===== config.mk =====
export PLATFORM = sky130hd
export DESIGN_NAME = revo_encoder_top
export DESIGN_NICKNAME = d
export VERILOG_FILES = /design/src/hdl/revo_stream_pkg.sv /design/src/hdl/revo_link_pkg.sv /design/src/hdl/trigger_synchronizer.sv /design/src/hdl/revo_phase_sequencer.sv /design/src/hdl/word_bit_counter.sv /design/src/hdl/revo_word_serializer.sv /design/src/hdl/revo_encoder_top.sv
export VERILOG_INCLUDE_DIRS = /design/src /design/src/hdl
export SDC_FILE = /design/constraint.sdc
export NUM_CORES = 1
export LEC_CHECK = 0
export BUFFER_PORTS_ARGS = -buffer_cell sky130_fd_sc_hd__buf_2
export CAP_MARGIN = 25
export CORE_AREA = 5 5 62 64
export DETAILED_ROUTE_END_ITERATION = 12
export DIE_AREA = 0 0 67 69
export MAX_ROUTING_LAYER = met4
export PLACE_DENSITY = 0.73
export SYNTH_ARGS = -nofsm -noshare
export SYNTH_HDL_FRONTEND = slang
export SYNTH_SLANG_ARGS = --single-unit

===== constraint.sdc =====
create_clock -name clock2 -period 2.65 [get_ports clock2]
set_clock_uncertainty 0.05 [all_clocks]
set_input_delay 0.53 -clock clock2 [delete_from_list [all_inputs] [get_ports clock2]]
set_output_delay 0.53 -clock clock2 [all_outputs]
set_load 0.05 [all_outputs]

===== src/hdl/revo_settings.svh =====
`ifndef REVO_SETTINGS_SVH
`define REVO_SETTINGS_SVH

// --------------------------------------------------
// trigger history
// --------------------------------------------------
// number of past trigger samples kept
`define REVO_HISTORY_WIDTH 16
// recent part of the history, where a pulse may start
`define REVO_WINDOW_WIDTH 8

// --------------------------------------------------
// serial link words, sent msb first
// --------------------------------------------------
`define REVO_WORD_WIDTH 8
`define REVO_WORD_NULL 8'b1100_0000
`define REVO_WORD_TRG 8'b0011_1111

`endif


===== src/hdl/revo_stream_pkg.sv =====
`include "revo_settings.svh"

package revo_stream_pkg;

	// --------------------------------------------------
	// history of synchronized trigger samples
	// --------------------------------------------------

	// older samples in upper, newest sample at bit 0 of lower
	typedef struct packed {
		logic [`REVO_HISTORY_WIDTH-`REVO_WINDOW_WIDTH-1:0] upper;
		logic [`REVO_WINDOW_WIDTH-1:0] lower;
	} trg_halves_s;

	// shifted as a whole, judged as two halves
	typedef union packed {
		logic [`REVO_HISTORY_WIDTH-1:0] raw;
		trg_halves_s halves;
	} trg_history_u;

	// --------------------------------------------------
	// one-hot frame phases, rotating once per cycle
	// --------------------------------------------------
	typedef enum logic [3:0] {
		PHASE_CAPTURE = 4'b0001,
		PHASE_REDUCE  = 4'b0010,
		PHASE_ARM     = 4'b0100,
		PHASE_VETO    = 4'b1000
	} phase_e;

endpackage


===== src/hdl/revo_link_pkg.sv =====
package revo_link_pkg;

	// --------------------------------------------------
	// outgoing link bundle
	// --------------------------------------------------

	// trg          trigger level, one frame per accepted pulse
	// serial_data  msb of the word being shifted out
	// word_mark    high in the last bit slot of each word
	typedef struct packed {
		logic trg;
		logic serial_data;
		logic word_mark;
	} link_out_s;

endpackage


===== src/hdl/trigger_synchronizer.sv =====
`timescale 1ns/1ps
`include "revo_settings.svh"

module trigger_synchronizer (
	input logic clock2,
	input logic reset,
	input logic trg_in,
	output revo_stream_pkg::trg_history_u history
);

	// --------------------------------------------------
	// two flops against metastability
	// --------------------------------------------------
	logic sync_1;
	logic sync_2;

	always_ff @(posedge clock2) begin
		if (reset) begin
			sync_1 <= 1'b0;
			sync_2 <= 1'b0;
		end else begin
			sync_2 <= sync_1;
			sync_1 <= trg_in;
		end
	end

	// --------------------------------------------------
	// history shift register
	// --------------------------------------------------
	// newest sample enters at bit 0, oldest falls off the top
	always_ff @(posedge clock2) begin
		if (reset) begin
			history.raw <= '0;
		end else begin
			history.raw <= {history.raw[`REVO_HISTORY_WIDTH-2:0], sync_2};
		end
	end

	// --------------------------------------------------
	// checks
	// --------------------------------------------------
	// each history entry is the synchronized sample of the cycle before
	history_follows_sync: assert property (
		@(posedge clock2) disable iff (reset)
		!$past(reset) |-> history.raw[0] == $past(sync_2)
	);

endmodule


===== src/hdl/revo_phase_sequencer.sv =====
`timescale 1ns/1ps

module revo_phase_sequencer (
	input logic clock2,
	input logic reset,
	input revo_stream_pkg::trg_history_u history,
	output logic trg
);

	revo_stream_pkg::phase_e phase;
	revo_stream_pkg::trg_halves_s halves;
	logic upper_active;
	logic lower_active;
	// decision built up over the frame, shown at the next capture
	logic trg_pending;

	// --------------------------------------------------
	// latched history halves
	// --------------------------------------------------
	always_ff @(posedge clock2) begin
		if (phase == revo_stream_pkg::PHASE_CAPTURE) begin
			halves <= history.halves;
		end
	end

	// --------------------------------------------------
	// four-phase frame
	// --------------------------------------------------
	always_ff @(posedge clock2) begin
		if (reset) begin
			phase <= revo_stream_pkg::PHASE_CAPTURE;
			trg <= 1'b0;
			trg_pending <= 1'b0;
			upper_active <= 1'b0;
			lower_active <= 1'b0;
		end else begin
			case (phase)
				revo_stream_pkg::PHASE_CAPTURE: begin
					trg <= trg_pending;
				end
				revo_stream_pkg::PHASE_REDUCE: begin
					upper_active <= |halves.upper;
					lower_active <= |halves.lower;
					trg_pending <= 1'b0;
				end
				revo_stream_pkg::PHASE_ARM: begin
					// recent pulse seen
					if (lower_active) begin
						trg_pending <= 1'b1;
					end
				end
				default: begin
					// older activity means a long or repeated pulse
					if (upper_active) begin
						trg_pending <= 1'b0;
					end
				end
			endcase
			phase <= revo_stream_pkg::phase_e'({phase[2:0], phase[3]});
		end
	end

	// --------------------------------------------------
	// checks
	// --------------------------------------------------
	phase_one_hot: assert property (
		@(posedge clock2) disable iff (reset)
		$onehot(phase)
	);

	// trg only moves at frame boundaries
	trg_on_capture: assert property (
		@(posedge clock2) disable iff (reset)
		(!$past(reset) && $changed(trg)) |->
			$past(phase) == revo_stream_pkg::PHASE_CAPTURE
	);

endmodule


===== src/hdl/word_bit_counter.sv =====
`timescale 1ns/1ps
`include "revo_settings.svh"

module word_bit_counter (
	input logic clock2,
	input logic reset,
	output logic word_load
);

	localparam int count_width = $clog2(`REVO_WORD_WIDTH);
	localparam logic [count_width-1:0] last_count = count_width'(`REVO_WORD_WIDTH - 1);

	logic [count_width-1:0] bit_count;

	// --------------------------------------------------
	// bit slot counter
	// --------------------------------------------------
	always_ff @(posedge clock2) begin
		if (reset) begin
			bit_count <= '0;
		end else if (bit_count == last_count) begin
			bit_count <= '0;
		end else begin
			bit_count <= bit_count + 1'b1;
		end
	end

	// last slot of the word, next word loads at its end
	assign word_load = (bit_count == last_count);

	// --------------------------------------------------
	// checks
	// --------------------------------------------------
	load_is_strobe: assert property (
		@(posedge clock2) disable iff (reset)
		word_load |=> !word_load
	);

endmodule


===== src/hdl/revo_word_serializer.sv =====
`timescale 1ns/1ps
`include "revo_settings.svh"

module revo_word_serializer (
	input logic clock2,
	input logic reset,
	input logic trg,
	input logic word_load,
	output logic serial_data
);

	logic [`REVO_WORD_WIDTH-1:0] shift_word;

	// --------------------------------------------------
	// load and shift
	// --------------------------------------------------
	// trigger word has its edge late, null word early
	always_ff @(posedge clock2) begin
		if (reset) begin
			shift_word <= `REVO_WORD_NULL;
		end else if (word_load) begin
			if (trg) begin
				shift_word <= `REVO_WORD_TRG;
			end else begin
				shift_word <= `REVO_WORD_NULL;
			end
		end else begin
			shift_word <= {shift_word[`REVO_WORD_WIDTH-2:0], 1'b0};
		end
	end

	// msb first
	assign serial_data = shift_word[`REVO_WORD_WIDTH-1];

endmodule


===== src/hdl/revo_encoder_top.sv =====
`timescale 1ns/1ps

module revo_encoder_top (
	input logic clock2,
	input logic reset,
	input logic trg_in,
	output revo_link_pkg::link_out_s link
);

	revo_stream_pkg::trg_history_u history;
	logic trg;
	logic word_load;
	logic serial_data;

	// --------------------------------------------------
	// trigger path
	// --------------------------------------------------
	trigger_synchronizer trigger_sync (
		.clock2(clock2),
		.reset(reset),
		.trg_in(trg_in),
		.history(history)
	);

	revo_phase_sequencer sequencer (
		.clock2(clock2),
		.reset(reset),
		.history(history),
		.trg(trg)
	);

	// --------------------------------------------------
	// serial link
	// --------------------------------------------------
	word_bit_counter bit_counter (
		.clock2(clock2),
		.reset(reset),
		.word_load(word_load)
	);

	revo_word_serializer serializer (
		.clock2(clock2),
		.reset(reset),
		.trg(trg),
		.word_load(word_load),
		.serial_data(serial_data)
	);

	assign link = '{trg: trg, serial_data: serial_data, word_mark: word_load};

endmodule


==> run summary <==
clk buf depth = 2
number of DRC markers in iteration 0 = 49
vias in the first global route = 856
Synth Warn # = 0
n_diodes = 0
relative slew slack = 60.4%
maximum fanout along the worst path = 13
H-Tree Depth = 2
most frequent cells in the layout = 37 x dfxtp_1, 20 x nor2b_1, 16 x edfxtp_1, 6 x a21oi_1
setup_tns = 0 ns
Post-Synth XOR/XNOR Area = 0%
CTS Buf Count = 5
Area growth, synth to finish = 8.39%
Yosys reg bits = 53
post-route ant nets = 0
FMAX = 0.468 GHz
Slew Viols, Final = 0
Slew @ Worst Pin = 0.594 ns
leakage power = 0.660 nW
global-route wire length before repair = 3.65 mm
layout cell share with drive strength beyond 1 = 13.6%
number of core rows = 21
# clock sinks = 53
clock root buffer = clkbuf_4
fin nets = 136
IO Port Bufs = 5
top cells by area, synth = dfxtp_1 44%, edfxtp_1 29%, nor2b_1 7.4%
Tot GR Track Use = 11.0%
Pre-Repair DR Iteration Count = 4
power density cells = 753 nW/µm²
status = completed
core area = 3230 µm²
max_cap viols = 0
Synth top area share = 43.9%
DP Wirelength = 1.36 mm
Min Hold Slack = 0.323 ns
dpl cells = 170
r2r setup slk = 1.22 ns
met3 usage = 3.90%
Post-CTS Setup Inserts = 0
syn nets = 130
global placement routability congestion = 0.690
sequential share of the synthesized area = 72.5%
WL final = 2.09 mm
top_reg_cell synth = dfxtp_1
GRT met1 Usage = 12.3%
CP required = 2.07 ns
Worst VDD drop = 0.000461 V
Post-Synth Adder-Cell Area = 1.48%
fin cells = 178
Synth Area in Compound Gates = 5.05%
Avg WL per Cell = 11.8 µm
largest family of logic cells by synthesized area = simple AND/OR/NAND/NOR gates
number of flops mapped to enable cells by yosys = 16
Synth Area in Simple Gates = 17.3%
Initial Utilization = 52.1%
clk slew on worst S/H paths = 0.13 ns
asr flop ratio synth = 0%
CTS tree = built
Synth area leader = dfxtp_1
Die ar. = 4620 µm²
Synth cell types = 26
Hold Buf Count CTS = 0
Mapped Cells = 125
Final min period = 2.14 ns
Via Count = 874
CTS resizes = 0
total gr overflow = 0
Clock Latency Late Sink = 0.36 ns
Worst EP arrival = 1.56 ns
die width = 67 µm
Critical Path Source Type = flop
final hold vios = 0
gr busiest metal = met2
largest net degree at the start of global routing = 37
cell area after synthesis = 1690 µm²
Avg Vias per Cell = 4.91
GRT met2 Usage = 16.0%
Ports = 6
initial antenna violation count = 0
mux share of post-synthesis cell area = 0.594%
# setup viols final = 0
Hold Crit Class = in2reg
Post-route DRC = 0
RSZ-0062 raised after global routing = false
Die H = 69 µm
CP endpoint kind = primary output
crit path kind = reg2out
Synth Area per Inst = 13.5 µm²
Tcrit/Tclk final = 80.6%
commonest non-fill, non-tap cell in the layout = dfxtp_1
## final timing paths
kind | start | to | depth (start not counted)
hold reg to reg | trigger_sync.history[15] | sequencer.halves[15] | 0
hold / removal | trg_in | trigger_sync.sync_1 | 2
setup / recovery | bit_counter.bit_count[0] | link[0] | 3
setup reg to reg | sequencer.phase[2] | sequencer.halves[13] | 2
## critical path, cell delays in order (launching register included)
cell	delay [ns]
dfxtp_1	0.36
ha_1	0.15
ha_1	0.35
buf_2	0.33
## power by group
group / total [mW] / leakage [nW] / switching, mW / internal [mW]
Sequential: 0.874 / 0.459 / 0.0127 / 0.861
Clock: 0.456 / 0.0445 / 0.232 / 0.224
Combinational: 0.0446 / 0.157 / 0.0272 / 0.0174
Total: 1.38 / 0.660 / 0.272 / 1.10
## flip-flops by register name, indices dropped and copies added, names as in the netlist
register	count
trigger_sync.sync_2	1
sequencer.phase	4
trigger_sync.history	16
sequencer.lower_active	1
sequencer.trg	1
trigger_sync.sync_1	1
sequencer.trg_pending	1
serializer.shift_word	8
bit_counter.bit_count	3
sequencer.halves	16
sequencer.upper_active	1
## stage by stage
| step | area (µm²) | utilization, % | power (mW) | setup WS (ns) |
|---|---|---|---|---|
| after floorplan | 1690 | - | 0.925 | 0.669 |
| after global placement | 1740 | 53.8 | 0.934 | 0.959 |
| after detailed placement | 1740 | 53.8 | 0.939 | 0.911 |
| after CTS | 1830 | 56.5 | 1.39 | 0.491 |
| after global routing | 1830 | 56.5 | 1.43 | 0.362 |
| final | 1830 | 56.5 | 1.38 | 0.515 |
## cells by family (layout without fill, tap and decap cells)
group           count (synthesis)  after routing
mux                             1              1
fa+ha+maj                       2              2
flops                          53             53
buf+inv                        11             18
simple gates                   44             44
compound gates                 14             14
## layer usage
| metal | up-vias | routed length (µm) |
|---|---|---|
| met3 | 6 | 73 |
| met2 | 12 | 1040 |
| met5 | - | 0 |
| met4 | 0 | 63 |
| met1 | 419 | 916 |
| li1 | 437 | - |
## synth_stat cells (2+ instances only)
| master | instances |
|---|---|
| nor2_1 | 5 |
| ha_1 | 2 |
| nor4_1 | 4 |
| buf_4 | 3 |
| nor2b_1 | 20 |
| o21ai_0 | 3 |
| nand2b_1 | 5 |
| edfxtp_1 | 16 |
| a21oi_1 | 6 |
| clkbuf_1 | 4 |
| nor3b_1 | 2 |
| inv_1 | 4 |
| a311oi_1 | 2 |
| dfxtp_1 | 37 |
## final cells by class
class	instances	area (µm²)
clock inverter	2	37.5
inverter	4	15.0
sequential	53	1220
tap	46	57.6
fill	285	1410
clock buffer	6	51.3
timing repair buffer	6	32.5
multi-input combinational	61	412
No activity file was read; power rests on OpenSTA's default activity.
